<file path="src/ctrlPkg.sv">
package ctrlPkg;

  // ====================================================================
  // Widths and field types
  // ====================================================================

  localparam int wordW = 32;                // Instruction and datapath width

  typedef logic [wordW-1:0] wordT;          // Full instruction word
  typedef logic [3:0]       condT;          // Condition field, bits 31:28
  typedef logic [3:0]       flagsT;         // {N, Z, C, V}
  typedef logic [3:0]       aluCtrlT;       // Data-processing opcode to the ALU
  typedef logic [3:0]       byteMaskT;      // One bit per byte lane, lane 0 is bits 7:0
  typedef logic [1:0]       srcSelT;        // Register and immediate source selects
  typedef logic [3:0]       regNumT;        // Register file index

  // ALU opcodes used outside plain data processing
  localparam aluCtrlT opAdd = 4'b0100;      // Address add and branch target
  localparam aluCtrlT opSub = 4'b0010;      // Address subtract, U bit clear
  localparam aluCtrlT opMov = 4'b1101;      // Pass operand B, used as a harmless default

  localparam regNumT pcReg = 4'd15;         // R15

  // Major class from bits 27:26
  typedef enum logic [1:0] {
    dataProc  = 2'b00,
    loadStore = 2'b01,
    branch    = 2'b10,
    other     = 2'b11                       // Coprocessor and SWI space, not implemented
  } instrClassT;

  // ====================================================================
  // Stage control bundles
  // ====================================================================

  // Decode to Execute
  typedef struct packed {
    logic       aluSrc;                     // Immediate as operand B
    logic       memToReg;                   // Result comes from memory
    logic       regWrite;
    logic       memWrite;
    logic       branch;
    logic       pcSrc;                      // Instruction writes the PC
    logic       byteAccess;                 // LDRB or STRB
    aluCtrlT    aluCtrl;
    logic [1:0] flagWrite;                  // [1] updates NZ, [0] updates CV
  } decodeCtrlT;

  // Execute to Memory
  typedef struct packed {
    logic     memWrite;
    logic     memToReg;
    logic     regWrite;
    logic     pcSrc;
    byteMaskT byteMask;
    logic     loadByte;
  } memCtrlT;

  // Memory to Writeback
  typedef struct packed {
    logic  memToReg;
    logic  regWrite;
    logic  pcSrc;
    logic  loadByte;                        // Writeback extracts one byte
    logic  setFlags;                        // Entry commits flagsNext
    flagsT flagsNext;
  } wbCtrlT;

endpackage

</file>
<file path="src/instrDecoder.sv">
`timescale 1ns/1ps

module instrDecoder
  import ctrlPkg::*;
(
  input  wordT       instrD,
  output decodeCtrlT ctrlD,
  output srcSelT     regSrcD,
  output srcSelT     immSrcD
);

  // ====================================================================
  // Instruction fields
  // ====================================================================

  instrClassT instrClass;
  logic       immForm;                      // Bit 25, meaning depends on class
  logic       sBit;                         // Bit 20, S for data processing, L for memory
  logic       upBit;                        // Bit 23, U
  logic       byteBit;                      // Bit 22, B
  regNumT     rd;
  aluCtrlT    dpOpcode;

  // Main decoder results
  logic       aluSrc;
  logic       memToReg;
  logic       regWrite;
  logic       memWrite;
  logic       isBranch;
  logic       byteAccess;
  logic       pcSrc;

  // ALU decoder results
  aluCtrlT    aluCtrl;
  logic [1:0] flagWrite;

  assign instrClass = instrClassT'(instrD[27:26]);
  assign immForm    = instrD[25];
  assign sBit       = instrD[20];
  assign upBit      = instrD[23];
  assign byteBit    = instrD[22];
  assign rd         = instrD[15:12];
  assign dpOpcode   = instrD[24:21];

  // ====================================================================
  // Main decoder
  // ====================================================================

  always_comb begin
    // Safe defaults, no side effects
    regSrcD    = 2'b00;
    immSrcD    = 2'b00;
    aluSrc     = 1'b0;
    memToReg   = 1'b0;
    regWrite   = 1'b0;
    memWrite   = 1'b0;
    isBranch   = 1'b0;
    byteAccess = 1'b0;
    case (instrClass)
      dataProc: begin
        aluSrc   = immForm;                 // I set means rotated 8-bit immediate
        regWrite = 1'b1;                    // Compares are cleared later in Execute
      end
      loadStore: begin
        immSrcD    = 2'b01;                 // 12-bit offset
        aluSrc     = ~immForm;              // Here I clear selects the immediate
        byteAccess = byteBit;
        if (sBit) begin
          // LDR and LDRB
          memToReg = 1'b1;
          regWrite = 1'b1;
        end else begin
          // STR reads Rd as the store data source
          memWrite = 1'b1;
          regSrcD  = 2'b10;
        end
      end
      branch: begin
        regSrcD  = 2'b01;                   // Rn is the PC
        immSrcD  = 2'b10;                   // 24-bit word offset
        aluSrc   = 1'b1;
        isBranch = 1'b1;
      end
      default: begin
        // Unimplemented space decodes as a bubble
        regSrcD = 2'b00;
      end
    endcase
  end

  // ====================================================================
  // ALU decoder
  // ====================================================================

  always_comb begin
    flagWrite = 2'b00;
    case (instrClass)
      dataProc: begin
        aluCtrl   = dpOpcode;
        flagWrite = {sBit, sBit};           // S bit updates both NZ and CV
      end
      loadStore: aluCtrl = upBit ? opAdd : opSub;   // Offset direction from U
      branch:    aluCtrl = opAdd;                   // PC plus offset
      default:   aluCtrl = opMov;
    endcase
  end

  // Writes to R15 redirect fetch like a branch
  assign pcSrc = isBranch | (regWrite & (rd == pcReg));

  // Bundle for the Execute register
  always_comb begin
    ctrlD            = '0;
    ctrlD.aluSrc     = aluSrc;
    ctrlD.memToReg   = memToReg;
    ctrlD.regWrite   = regWrite;
    ctrlD.memWrite   = memWrite;
    ctrlD.branch     = isBranch;
    ctrlD.pcSrc      = pcSrc;
    ctrlD.byteAccess = byteAccess;
    ctrlD.aluCtrl    = aluCtrl;
    ctrlD.flagWrite  = flagWrite;
  end

endmodule

</file>
<file path="src/condUnit.sv">
`timescale 1ns/1ps

module condUnit
  import ctrlPkg::*;
(
  input  condT       condE,
  input  flagsT      flagsE,                // Forwarded flags seen by this instruction
  input  flagsT      aluFlagsE,             // Fresh flags from the ALU
  input  decodeCtrlT ctrlE,
  output logic       condExE,
  output logic       regWriteGatedE,
  output logic       memWriteGatedE,
  output logic       pcSrcGatedE,
  output logic       branchTakenE,
  output logic       setFlagsE,
  output flagsT      flagsNextE
);

  logic nFlag;
  logic zFlag;
  logic cFlag;
  logic vFlag;
  logic isCompare;                          // TST, TEQ, CMP, CMN

  assign {nFlag, zFlag, cFlag, vFlag} = flagsE;

  // ====================================================================
  // Condition check
  // ====================================================================

  always_comb begin
    case (condE)
      4'b0000: condExE = zFlag;                             // EQ
      4'b0001: condExE = ~zFlag;                            // NE
      4'b0010: condExE = cFlag;                             // CS
      4'b0011: condExE = ~cFlag;                            // CC
      4'b0100: condExE = nFlag;                             // MI
      4'b0101: condExE = ~nFlag;                            // PL
      4'b0110: condExE = vFlag;                             // VS
      4'b0111: condExE = ~vFlag;                            // VC
      4'b1000: condExE = cFlag & ~zFlag;                    // HI
      4'b1001: condExE = ~cFlag | zFlag;                    // LS
      4'b1010: condExE = (nFlag == vFlag);                  // GE
      4'b1011: condExE = (nFlag != vFlag);                  // LT
      4'b1100: condExE = ~zFlag & (nFlag == vFlag);         // GT
      4'b1101: condExE = zFlag | (nFlag != vFlag);          // LE
      4'b1110: condExE = 1'b1;                              // AL
      default: condExE = 1'b0;                              // NV, never
    endcase
  end

  // ====================================================================
  // Flag merge and side-effect gating
  // ====================================================================

  // Unselected halves keep the forwarded value
  assign flagsNextE[3:2] = ctrlE.flagWrite[1] ? aluFlagsE[3:2] : flagsE[3:2];
  assign flagsNextE[1:0] = ctrlE.flagWrite[0] ? aluFlagsE[1:0] : flagsE[1:0];

  // Opcodes 10xx only set flags, never Rd
  assign isCompare = (ctrlE.aluCtrl[3:2] == 2'b10);

  assign regWriteGatedE = ctrlE.regWrite & condExE & ~isCompare;
  assign memWriteGatedE = ctrlE.memWrite & condExE;
  assign pcSrcGatedE    = ctrlE.pcSrc & condExE & ~isCompare;   // Rd of a compare is ignored
  assign branchTakenE   = ctrlE.branch & condExE;
  assign setFlagsE      = (|ctrlE.flagWrite) & condExE;

endmodule

</file>
<file path="src/memMask.sv">
`timescale 1ns/1ps

module memMask
  import ctrlPkg::*;
(
  input  logic       byteAccessE,           // B bit of LDR or STR
  input  logic       storeE,
  input  logic [1:0] addrLowE,              // Byte offset within the word
  output byteMaskT   byteMaskE,
  output logic       loadByteE
);

  // ====================================================================
  // Byte-lane enables, little-endian
  // ====================================================================

  always_comb begin
    if (byteAccessE) begin
      case (addrLowE)
        2'b00:   byteMaskE = 4'b0001;       // Bits 7:0
        2'b01:   byteMaskE = 4'b0010;       // Bits 15:8
        2'b10:   byteMaskE = 4'b0100;       // Bits 23:16
        default: byteMaskE = 4'b1000;       // Bits 31:24
      endcase
    end else begin
      byteMaskE = 4'b1111;                  // Word access writes every lane
    end
  end

  // Load length for the Writeback byte extractor
  assign loadByteE = byteAccessE & ~storeE;

endmodule

</file>
<file path="src/armController.sv">
`timescale 1ns/1ps

module armController
  import ctrlPkg::*;
(
  input  logic       clk,
  input  logic       arstN,
  // Datapath side
  input  wordT       instrD,
  input  flagsT      aluFlagsE,
  input  logic [1:0] addrLowE,              // ALU result bits 1:0
  output srcSelT     regSrcD,
  output srcSelT     immSrcD,
  output logic       aluSrcD,
  output logic       aluSrcE,
  output aluCtrlT    aluCtrlE,
  output logic       branchTakenE,
  output logic       memWriteM,
  output byteMaskT   byteMaskM,
  output logic       memToRegM,
  output logic       memToRegW,
  output logic       regWriteW,
  output logic       pcSrcW,
  output logic       loadByteW,
  output flagsT      flagsW,                // Architectural NZCV
  // Hazard unit side
  input  logic       stallD,
  input  logic       flushE,
  input  logic       stallE,
  input  logic       flushM,
  input  logic       stallM,
  input  logic       flushW,
  input  logic       stallW,
  output logic       regWriteM,
  output logic       memToRegE,
  output logic       pcWrPendingF
);

  decodeCtrlT ctrlD;
  decodeCtrlT ctrlLiveD;                    // Decode controls with writes killed until valid
  logic       validD;
  decodeCtrlT ctrlE;
  condT       condE;
  flagsT      flagsE;
  flagsT      flagsNextE;
  logic       condExE;
  logic       regWriteGatedE;
  logic       memWriteGatedE;
  logic       pcSrcGatedE;
  logic       setFlagsE;
  byteMaskT   byteMaskE;
  logic       loadByteE;
  memCtrlT    memCtrlE;
  memCtrlT    memCtrlM;
  logic       setFlagsM;
  flagsT      flagsNextM;
  wbCtrlT     wbCtrlM;
  wbCtrlT     wbCtrlW;

  // ====================================================================
  // Decode
  // ====================================================================

  instrDecoder uDecoder (
    .instrD  (instrD),
    .ctrlD   (ctrlD),
    .regSrcD (regSrcD),
    .immSrcD (immSrcD)
  );

  assign aluSrcD = ctrlD.aluSrc;

  // First fetch after reset has not landed in D yet
  always_ff @(posedge clk or negedge arstN) begin
    if (!arstN) validD <= 1'b0;
    else if (!stallD) validD <= 1'b1;
  end

  always_comb begin
    ctrlLiveD           = ctrlD;
    ctrlLiveD.memToReg  = ctrlD.memToReg & validD;
    ctrlLiveD.regWrite  = ctrlD.regWrite & validD;
    ctrlLiveD.memWrite  = ctrlD.memWrite & validD;
    ctrlLiveD.branch    = ctrlD.branch & validD;
    ctrlLiveD.pcSrc     = ctrlD.pcSrc & validD;
    ctrlLiveD.flagWrite = ctrlD.flagWrite & {2{validD}};
  end

  // ====================================================================
  // Execute
  // ====================================================================

  always_ff @(posedge clk or negedge arstN) begin
    if (!arstN) begin
      ctrlE <= '0;
      condE <= '0;
    end else if (flushE) begin
      ctrlE <= '0;                          // Flush wins over stall
      condE <= '0;
    end else if (!stallE) begin
      ctrlE <= ctrlLiveD;
      condE <= instrD[31:28];
    end
  end

  // Newest pending update first, then the committed flags
  assign flagsE = setFlagsM       ? flagsNextM :
                  wbCtrlW.setFlags ? wbCtrlW.flagsNext : flagsW;

  condUnit uCond (
    .condE          (condE),
    .flagsE         (flagsE),
    .aluFlagsE      (aluFlagsE),
    .ctrlE          (ctrlE),
    .condExE        (condExE),
    .regWriteGatedE (regWriteGatedE),
    .memWriteGatedE (memWriteGatedE),
    .pcSrcGatedE    (pcSrcGatedE),
    .branchTakenE   (branchTakenE),
    .setFlagsE      (setFlagsE),
    .flagsNextE     (flagsNextE)
  );

  memMask uMask (
    .byteAccessE (ctrlE.byteAccess),
    .storeE      (ctrlE.memWrite),
    .addrLowE    (addrLowE),
    .byteMaskE   (byteMaskE),
    .loadByteE   (loadByteE)
  );

  assign aluSrcE   = ctrlE.aluSrc;
  assign aluCtrlE  = ctrlE.aluCtrl;
  assign memToRegE = ctrlE.memToReg;

  assign memCtrlE = '{memWrite: memWriteGatedE, memToReg: ctrlE.memToReg,
                      regWrite: regWriteGatedE, pcSrc: pcSrcGatedE,
                      byteMask: byteMaskE, loadByte: loadByteE & condExE};

  // ====================================================================
  // Memory
  // ====================================================================

  always_ff @(posedge clk or negedge arstN) begin
    if (!arstN) begin
      memCtrlM   <= '0;
      setFlagsM  <= 1'b0;
      flagsNextM <= '0;
    end else if (flushM) begin
      memCtrlM   <= '0;
      setFlagsM  <= 1'b0;
      flagsNextM <= '0;
    end else if (!stallM) begin
      memCtrlM   <= memCtrlE;
      setFlagsM  <= setFlagsE;
      flagsNextM <= flagsNextE;
    end
  end

  assign memWriteM = memCtrlM.memWrite;
  assign byteMaskM = memCtrlM.byteMask;
  assign memToRegM = memCtrlM.memToReg;
  assign regWriteM = memCtrlM.regWrite;

  assign wbCtrlM = '{memToReg: memCtrlM.memToReg, regWrite: memCtrlM.regWrite,
                     pcSrc: memCtrlM.pcSrc, loadByte: memCtrlM.loadByte,
                     setFlags: setFlagsM, flagsNext: flagsNextM};

  // ====================================================================
  // Writeback
  // ====================================================================

  always_ff @(posedge clk or negedge arstN) begin
    if (!arstN) wbCtrlW <= '0;
    else if (flushW) wbCtrlW <= '0;
    else if (!stallW) wbCtrlW <= wbCtrlM;
  end

  assign memToRegW = wbCtrlW.memToReg;
  assign regWriteW = wbCtrlW.regWrite;
  assign pcSrcW    = wbCtrlW.pcSrc;
  assign loadByteW = wbCtrlW.loadByte;

  // Commit at the edge that retires the W entry
  always_ff @(posedge clk or negedge arstN) begin
    if (!arstN) flagsW <= '0;
    else if (wbCtrlW.setFlags && !stallW) flagsW <= wbCtrlW.flagsNext;
  end

  // Fetch waits while any PC write is still in flight
  assign pcWrPendingF = ctrlLiveD.pcSrc | ctrlE.pcSrc | memCtrlM.pcSrc;

endmodule

</file>
<file path="config.mk">
export PLATFORM = sky130hd
export DESIGN_NAME = armController
export DESIGN_NICKNAME = d
export VERILOG_FILES = /design/src/ctrlPkg.sv /design/src/instrDecoder.sv /design/src/condUnit.sv /design/src/memMask.sv /design/src/armController.sv
export SDC_FILE = /design/constraint.sdc
export NUM_CORES = 1
export LEC_CHECK = 0
export ABC_AREA = 1
export ABC_CLOCK_PERIOD_IN_PS = 1410
export BUFFER_PORTS_ARGS = -buffer_cell sky130_fd_sc_hd__buf_2
export CAP_MARGIN = 20
export CORE_MARGIN = 4
export CORE_UTILIZATION = 45
export DETAILED_ROUTE_END_ITERATION = 10
export HOLD_SLACK_MARGIN = 0.06
export PLACE_DENSITY = 0.75
export REMOVE_ABC_BUFFERS = 1
export SLEW_MARGIN = 20
export SYNTH_ARGS = -nofsm -noshare
export SYNTH_HDL_FRONTEND = slang
export SYNTH_SLANG_ARGS = --single-unit
</file>
<file path="constraint.sdc">
create_clock -name clk -period 1.41 [get_ports clk]
set_input_delay 0.2115 -clock clk [delete_from_list [all_inputs] [get_ports clk]]
set_output_delay 0.2115 -clock clk [all_outputs]
set_load 0.03 [all_outputs]
</file>
# Yosys cells after proc, flatten, opt, wreduce, memory -nomap -nowiden

Cells that the tools add are included.

Bits of input ports: 47
Logic and storage cells: 120
Output and inout port bits: 28
Bits in registers: 45

Reduce and logical (&&, ||, !) cells: 6
Equal/unequal tests: 25
Mux-type cells: 33
Bitwise gates (word level): 30

Operators with widths:

| kind               | count |
|---|---|
| $mux 9             | 4 |
| $eq 4x4->1 const B | 8 |
| $mux 4             | 7 |
| $mux 13            | 2 |
| $pmux 4 s3         | 2 |
| $and 1x1->1        | 17 |
| $eq 4x3->1 const B | 4 |
| $pmux 1 s15        | 1 |
| $eq 4x2->1 const B | 2 |
| $mux 1             | 8 |
| $mux 2             | 4 |
| $pmux 2 s2         | 2 |
| $not 1->1          | 7 |
| $eq 2x2->1 const B | 3 |
| $ne 2x2->1 const B | 3 |
| $or 1x1->1         | 5 |
| $eq 2x1->1 const B | 2 |
| $eq 4x1->1 const B | 1 |
| $logic_not 2->1    | 2 |
| $logic_not 4->1    | 1 |
| $mux 3             | 1 |
| $pmux 1 s3         | 1 |
| $and 2x2->2        | 1 |
| $pmux 1 s2         | 1 |
| 5 further kinds    | 5 |

# Logic depth before layout (Yosys ltp)

Gate-level depths: netlist of run 1.

Depth after elaboration: 9
Mapped depth: 14
Depth with buffers taken out: 13

# Cells and area by module

A second synthesis of run 1 with hierarchy kept.

Cells, all modules: 359
Area, all modules: 2651.3 µm²

By module, submodules not included:

| module        | times used | cells each | area each (µm²) | sequential area each (µm²) |
|---|---|---|---|---|
| armController | 1          | 227        | 2009.4          | 1126.1 |
| condUnit      | 1          | 71         | 315.3           | 0.0 |
| instrDecoder  | 1          | 50         | 281.5           | 0.0 |
| memMask       | 1          | 11         | 45.0            | 0.0 |

# Worst setup path after synthesis of run 1

OpenSTA, ideal clock, no wires.

Path type: register to output
Start: register setFlagsM
End: output port branchTakenE
Setup slack: -0.523 ns
Path buffers: 1
Arrival time: 1.721 ns
Cell stages (with the launch flop): 11
Data required time: 1.199 ns
Cells stage by stage: dfrtp_1 > inv_2 > buf_6 > or2_0 > nand2_2 > nand2_2 > nand3_1 > nand2_1 > nor2_1 > nor2_2 > a21oi_1

Word-level cells in the longest chain between the ends: 5
Elaborated cells between the ends (all ways): 13
Those cells by class: eq/ne: 2; mux: 2; bitwise: 9

Ends and longest elaborated chain:

| item                               | RTL line                       | source |
|---|---|---|
| start, declared                    | armController.sv:55            | `logic setFlagsM;` |
| start signal, assigned             | armController.sv:155           | `setFlagsM <= setFlagsE;` |
| $mux 4 *                           | armController.sv:107           | `assign flagsE = setFlagsM ? flagsNextM :` |
| $ne 1x1->1 (tied with other cells) | condUnit.sv:44, condUnit.sv:46 |  |
| $or 1x1->1 (tied with other cells) | condUnit.sv:46                 | `4'b1101: condExE = zFlag \| (nFlag != vFlag);` |
| $pmux 1 s15 *                      | condUnit.sv:32                 | `case (condE)` |
| $and 1x1->1 *                      | condUnit.sv:66                 | `assign branchTakenE = ctrlE.branch & condExE;` |
| end, declared                      | armController.sv:17            | `output logic branchTakenE,` |

Mark *: on every way between the ends. The rest lies on a longest branch, timed or not.

# Worst setup path in the final report of run 1

Start: register wbCtrlW[4] in the netlist's numbering
End: output port branchTakenE

Word-level cells in the longest chain between the ends: 6
Elaborated cells between the ends (all ways): 14
Those cells by class: eq/ne: 2; mux: 3; bitwise: 9

Ends and longest elaborated chain:

| item                               | RTL line                       | source |
|---|---|---|
| start, declared                    | armController.sv:58            | `wbCtrlT wbCtrlW;` |
| start signal, assigned             | armController.sv:176           | `else if (!stallW) wbCtrlW <= wbCtrlM;` |
| $mux 4 *                           | armController.sv:108           | `wbCtrlW.setFlags ? wbCtrlW.flagsNext : flagsW;` |
| $mux 4 *                           | armController.sv:107           |  |
| $ne 1x1->1 (tied with other cells) | condUnit.sv:44, condUnit.sv:46 |  |
| $or 1x1->1 (tied with other cells) | condUnit.sv:46                 |  |
| $pmux 1 s15 *                      | condUnit.sv:32                 |  |
| $and 1x1->1 *                      | condUnit.sv:66                 |  |

Marked as above.

==> results.rst, run 1 <==
.. list-table::
   :header-rows: 1

   * - Metric
     - Value
   * - Antenna cell count
     - 0
   * - Portion of synthesized cell area occupied by the leading cell type
     - 46.6%
   * - CP Cell Sequence
     - inv_4 -> nand2_4 -> nand3_4 -> nand2_4 -> nand2_4 -> nand3_4 -> a21oi_2 -> nor2_2 -> a21oi_2 -> buf_6
   * - Data required time of the critical path
     - 1200 ps
   * - Overflow left after global routing
     - 0
   * - Crit path max-delay cell type
     - sky130_fd_sc_hd__dfrtp_2
   * - Total routed wirelength
     - 6160 um
   * - Die outline height
     - 80.5 um
   * - Ys Warns
     - 0
   * - Biggest area contributors in the synthesized netlist
     - sky130_fd_sc_hd__dfrtp_1, sky130_fd_sc_hd__nand2_1, sky130_fd_sc_hd__inv_1
   * - Most used standard cells in the synthesized netlist
     - sky130_fd_sc_hd__nand2_1, sky130_fd_sc_hd__dfrtp_1, sky130_fd_sc_hd__inv_1
   * - Number of detailed-routing iterations run before antenna repair
     - 4
   * - Max_slew headroom
     - 74.1%
   * - Proportion of layout cells with a drive suffix above 1
     - 38.7%
   * - Family of cells with the greatest summed delay on the critical path
     - simple AND/OR/NAND/NOR gates
   * - Number of enable-type register cells in the synthesized netlist
     - 0
   * - CP Buf/Inv Count
     - 2
   * - Die outline area
     - 6480 um^2
   * - Unrepaired setup endpoints after global routing
     - yes
   * - Leakage Power
     - 1.77 nW
   * - Core footprint
     - 5110 um^2
   * - DRC viols
     - 0
   * - Class of the tightest hold or removal check
     - in -> reg
   * - Wire length of the first global-routing pass
     - 10200 um
   * - Global routing usage summed across all routing layers
     - 19.9%
   * - Count of different cell masters after synthesis
     - 25
   * - Total count of max-transition violations in the final report
     - 0
   * - Initial core utilization
     - 46.3%
   * - Max rail drop VDD
     - 0.000609 V
   * - Cell with the most instances on the worst path
     - sky130_fd_sc_hd__nand2_4
   * - Gate Count Post-Synth
     - 315
   * - Root cell of the clock tree
     - sky130_fd_sc_hd__clkbuf_8
   * - Worst setup path class
     - reg -> out
   * - Most frequent cell after synthesis
     - sky130_fd_sc_hd__nand2_1
   * - Count of vias placed by the detailed router
     - 2347
   * - Initial antenna violation count
     - 0
   * - Setup ws final
     - -591 ps
   * - Share of synthesized flip-flops with an asynchronous set or reset
     - 100%
   * - Fin crit period
     - 2000 ps
   * - Latest clock arrival within the worst-skew pair
     - 290 ps
   * - F_max
     - 500 MHz
   * - Endpoints failing setup
     - 6
   * - Area added between synthesis and finish
     - 41.8%
   * - Average cell area after synthesis
     - 7.51 um^2
   * - Number of buffers created by CTS
     - 5
   * - Syn Std Cell Area
     - 2360 um^2
   * - Final Total Pwr
     - 2.80 mW
   * - Endpoint arrival time on the critical path
     - 1790 ps
   * - Depth of the CTS H-tree
     - 2
   * - Cell taking the most area after synthesis
     - sky130_fd_sc_hd__dfrtp_1
   * - Worst clock skew
     - 4.99 ps
   * - Number of global-route vias before repair
     - 2316
   * - Largest buffer count on any clock path
     - 2
   * - DP Wirelength
     - 4610 um
   * - Synth Flop Type
     - sky130_fd_sc_hd__dfrtp_1
   * - Post-DRT Antenna Nets
     - 0
   * - Status
     - finished, violations left
   * - Final hold violations
     - 0
   * - Buffers added on ports
     - 58
   * - Setup_tns
     - -2310 ps
   * - Boundary Pins
     - 75
   * - Number of flip-flops and latches in the synthesized netlist
     - 44
   * - Highest fanout seen on the critical path
     - 7
   * - Clock-pin transition on the worst setup and hold timing paths
     - 80 ps
   * - CTS tree
     - built
   * - Nets@finish
     - 465
   * - Maximum number of pins on one net before global-route repair
     - 30
   * - Routed wire per std cell
     - 12.8 um
   * - Site Rows
     - 26
   * - Element type at the critical path start
     - flip-flop
   * - Failing checks
     - setup timing
   * - Largest stage delay on the critical path
     - 450 ps
   * - Register area share after synthesis
     - 46.6%
   * - Layout Cells excl Fill
     - 483
   * - DRT iter0 DRCs
     - 118
   * - Average vias per placed instance
     - 4.86
   * - Max Cap Violations
     - 0
   * - Period Utilization, post-route
     - 142%
   * - Crit. End Element
     - primary output
   * - Count of clock tree sinks
     - 44
   * - Horizontal die dimension
     - 80.5 um
   * - Placer Congestion
     - 0.940
   * - Power per Cell Area
     - 835 nW/um^2
   * - Placed cell count
     - 472
   * - Slew at the pin with the worst max-slew slack
     - 389 ps
==> per-layer routing <==
metal	vias to the layer above	GRT usage [%]	share of wire [%]
met5	-	0	0
met4	0	6.59	2.9
met3	15	4.93	6.2
met2	72	33.9	48
met1	1070	24.5	43
li1	1190	-	-
==> registers in the layout (all words and copies together), names as in the netlist, 2 cells and up <==
signal      count
flagsW          4
ctrlE           6
wbCtrlW         5
aluCtrlE        4
byteMaskM       4
memCtrlM        2
flagsNextM      4
condE           4
==> power breakdown <==
part           internal, mW  switching [mW]  leakage, nW
logic                 0.208           0.314         1.12
clock network         0.524           0.422       0.0541
registers              1.30          0.0280        0.592
==> final timing paths <==
| check | end | start | cells past startpoint | slack [ps] |
|---|---|---|---|---|
| max reg2reg | memCtrlM[0]$_DFFE_PN0P_ | wbCtrlW[4]$_DFFE_PN0P_ | 14 | -350 |
| min in group asynchronous | flagsW[3]$_DFFE_PN0P_ | arstN | 2 | 360 |
| max in group asynchronous | aluCtrlE[2]$_DFFE_PN0P_ | arstN | 3 | 560 |
| min reg2reg | byteMaskM[2]$_DFFE_PN0P_ | byteMaskM[2]$_DFFE_PN0P_ | 2 | 490 |
| max | branchTakenE | wbCtrlW[4]$_DFFE_PN0P_ | 10 | -590 |
| min | validD$_DFFE_PN0N_ | stallD | 2 | 70 |
==> placed cells by master, fill, tap and decap left out, drive strengths merged <==
cell type,instances
clkbuf,5
a21oi,10
dfrtp,44
nand4,1
a32o,1
buf,103
bufinv,1
a211oi,2
clkinv,1
nor3,1
o21ai,28
nand3,22
inv,40
o22ai,7
dlygate4sd3,1
nor2,30
clkinvlp,1
ha,6
nand2,101
or2,4
o211ai,4
==> cells by family after synthesis <==
logic type               synth area share, %
AND/OR/NAND/NOR                         27.5
buffers and inverters                   10.4
AO/OA/AOI/OAI                           12.4
flip-flops                              46.6
adder cells (fa/ha/maj)                 3.17
==> final cells by class <==
class	count	area, um^2
clock buffers	5	68.8
multi-input cells	217	1210
inverters	40	155
flip-flops and latches	44	1100
repair buffers	104	687
fillers	460	1750
well taps	70	87.6
clock inverters	3	42.5
==> metrics by stage <==
stage	hold slack (ps)	utilization [%]	instance area, um^2	setup slack (ps)
floorplan	-84.1	-	2270	-565
global route	66.8	65.7	3350	-707
finish	68.6	65.7	3350	-591
CTS	66.2	62.7	3200	-600
detailed placement	155	58.4	2980	-379
global placement	151	58.4	2980	-325
==> what timing repair did <==
| action | 4_1_cts | 5_1_grt |
|---|---|---|
| gates resized for setup | 31 | 36 |
| buffers inserted | 2 | 2 |
| hold buffers | 1 | 0 |
| pin swaps | 10 | 17 |
| setup endpoints to repair | 9 | 9 |
| endpoints found under the hold margin | 15 | 0 |
Power figures use the tool's default switching activity.
==> run 2: changes to the inputs <==
--- a/config.mk
+++ b/config.mk
@@ -9,12 +9,13 @@
 export ABC_CLOCK_PERIOD_IN_PS = 1410
 export BUFFER_PORTS_ARGS = -buffer_cell sky130_fd_sc_hd__buf_2
 export CAP_MARGIN = 20
-export CORE_MARGIN = 4
+export CORE_MARGIN = 2
 export CORE_UTILIZATION = 45
 export DETAILED_ROUTE_END_ITERATION = 10
 export HOLD_SLACK_MARGIN = 0.06
 export PLACE_DENSITY = 0.75
 export REMOVE_ABC_BUFFERS = 1
+export SKIP_LAST_GASP = 1
 export SLEW_MARGIN = 20
 export SYNTH_ARGS = -nofsm -noshare
 export SYNTH_HDL_FRONTEND = slang
==> results.rst, run 2 (synthesized netlist as in run 1, its figures left out) <==
.. list-table::
   :header-rows: 1

   * - Metric
     - Value
   * - Fill cell count
     - 438
   * - Failing checks
     - setup timing
   * - Family of cells with the greatest summed delay on the critical path
     - simple AND/OR/NAND/NOR gates
   * - Site Rows
     - 26
   * - Fin util
     - 65.6%
   * - Depth of the CTS H-tree
     - 2
   * - Cell area after placement
     - 2950 um^2
   * - Setup ws final
     - -632 ps
   * - Global routing usage summed across all routing layers
     - 21.4%
   * - Net load switching power
     - 803 uW
   * - Data required time of the critical path
     - 1200 ps
   * - Status
     - finished, violations left
   * - Reg2reg setup slack
     - -270 ps
   * - Die outline area
     - 5850 um^2
   * - Wire length of the first global-routing pass
     - 10200 um
   * - Power per Cell Area
     - 853 nW/um^2
   * - Layout Cells excl Fill
     - 481
   * - Area added between synthesis and finish
     - 40.7%
   * - Average vias per placed instance
     - 4.89
   * - Most common library cell in the layout ignoring fill and taps
     - sky130_fd_sc_hd__nand2_1
   * - F_max
     - 490 MHz
   * - Number of buffers created by CTS
     - 5
   * - Count of vias placed by the detailed router
     - 2353
   * - Placed cell count
     - 468
   * - Max rail drop VDD
     - 0.000604 V
   * - Latest clock arrival within the worst-skew pair
     - 310 ps
   * - Final hold violations
     - 0
   * - Slew at the pin with the worst max-slew slack
     - 444 ps
   * - Max_slew headroom
     - 70.4%
   * - Initial core utilization
     - 46.6%
   * - DP Wirelength
     - 4510 um
   * - Largest registers
     - ctrlE: 6 flops, wbCtrlW: 5 flops
   * - Final Total Pwr
     - 2.84 mW
   * - Highest fanout seen on the critical path
     - 6
   * - Buffers added on ports
     - 58
   * - Clock-pin transition on the worst setup and hold timing paths
     - 90 ps
   * - CP Buf/Inv Count
     - 3
   * - Cell with the most instances on the worst path
     - sky130_fd_sc_hd__nand3_2
   * - Boundary Pins
     - 75
   * - Crit path max-delay cell type
     - sky130_fd_sc_hd__dfrtp_1
   * - Placer Congestion
     - 0.958
   * - Worst clock skew
     - 8.90 ps
   * - DRT iter0 DRCs
     - 111
   * - Reg power frac
     - 46.9%
   * - Element type at the critical path start
     - flip-flop
   * - Share of total power consumed by net switching
     - 28.3%
   * - Number of detailed-routing iterations run before antenna repair
     - 4
   * - Unrepaired setup endpoints after global routing
     - yes
   * - Largest buffer count on any clock path
     - 2
   * - Largest stage delay on the critical path
     - 410 ps
   * - Total routed wirelength
     - 6120 um
   * - Fin crit period
     - 2040 ps
   * - Endpoint arrival time on the critical path
     - 1830 ps
   * - Worst slack at placement
     - -379 ps
   * - Most frequent cells in the layout
     - sky130_fd_sc_hd__nand2_1, sky130_fd_sc_hd__buf_2, sky130_fd_sc_hd__dfrtp_1, sky130_fd_sc_hd__buf_4, sky130_fd_sc_hd__inv_1
   * - Fin Hold WS
     - 109 ps
   * - Post-DRT Antenna Nets
     - 0
   * - Routed wire per std cell
     - 12.7 um
   * - Core footprint
     - 5070 um^2
   * - Number of global-route vias before repair
     - 2266
   * - Nets@finish
     - 463
   * - Class of the tightest hold or removal check
     - in -> reg
   * - Antenna cell count
     - 0
   * - Period Utilization, post-route
     - 145%
   * - CTS tree
     - built
   * - Die outline height
     - 76.5 um
   * - Initial antenna violation count
     - 0
   * - Register with the most flip-flops
     - ctrlE
   * - Count of clock tree sinks
     - 44
   * - Endpoints failing setup
     - 6
   * - Root cell of the clock tree
     - sky130_fd_sc_hd__clkbuf_8
   * - DRC viols
     - 0
   * - Leakage Power
     - 1.77 nW
   * - Post-route cell area
     - 3330 um^2
   * - Total count of max-transition violations in the final report
     - 0
   * - CP Cell Sequence
     - inv_2 -> buf_6 -> nand3_2 -> nand2_2 -> nand2_4 -> nand3_2 -> nand2_1 -> nor2_1 -> nor2_2 -> a21oi_1 -> buf_4
   * - Horizontal die dimension
     - 76.5 um
   * - Max Cap Violations
     - 0
   * - Setup_tns
     - -1920 ps
   * - Maximum number of pins on one net before global-route repair
     - 28
   * - Worst setup path class
     - reg -> out
   * - Number of flip-flops under the largest register name
     - 6
   * - Power share of the combinational group
     - 17.8%
   * - Int Power
     - 2.04 mW
   * - Proportion of layout cells with a drive suffix above 1
     - 38.0%
   * - Clock power frac
     - 35.3%
   * - Crit. End Element
     - primary output
   * - Overflow left after global routing
     - 0
[run 2: worst min-delay path, stage by stage]
cell and delay, ps:
sky130_fd_sc_hd__buf_2 70, sky130_fd_sc_hd__nand2_1 40, sky130_fd_sc_hd__o21ai_0 60
[run 2: worst paths after layout]
path                                           end                    start  cells past startpoint
setup / recovery                      branchTakenE    setFlagsM$_DFFE_PN0P_                     11
hold / removal                condE[1]$_DFFE_PN0P_               instrD[29]                      3
setup reg to reg             regWriteM$_DFFE_PN0P_    setFlagsM$_DFFE_PN0P_                     13
hold reg to reg            memCtrlM[0]$_DFFE_PN0P_  memCtrlM[0]$_DFFE_PN0P_                      2
max in group asynchronous     ctrlE[7]$_DFFE_PN0P_                    arstN                      3
min in group asynchronous    loadByteW$_DFFE_PN0P_                    arstN                      2
[run 2: cell type report]
cell class | count | area, um^2 | share of cell area (%)
clock buffer | 5 | 68.8 | 2.07
clock inverter | 3 | 46.3 | 1.39
inverter | 40 | 155 | 4.66
multi-input combinational | 217 | 1200 | 35.9
sequential | 44 | 1100 | 33.1
tap | 70 | 87.6 | 2.63
timing repair buffer | 102 | 672 | 20.2
[run 2: power by group through the flow]
| stage | Sequential [mW] | Clock, mW | Combinational [mW] |
|---|---|---|---|
| after floorplan | 1.41 | 0 | 0.177 |
| after global placement | 1.35 | 0 | 0.452 |
| after detailed placement | 1.36 | 0 | 0.460 |
| after CTS | 1.33 | 1.02 | 0.488 |
| after global routing | 1.34 | 1.08 | 0.556 |
| final | 1.33 | 1.00 | 0.506 |
[run 2: what timing repair did]
action                     CTS  global route
setup buffers                0             2
hold endpoints to repair    19             0
pin swaps                   10            20
setup endpoints to repair    9             9
hold buffers                 3             0
gates resized for setup     29            35
[run 2: metal layers]
layer  GRT usage [%]  up-vias  wire length, um
li1                -     1189                -
met1            26.9     1080             2640
met2            36.1       74             3020
met3            4.98       10              351
met4            7.82        0               98
met5               0        -                0
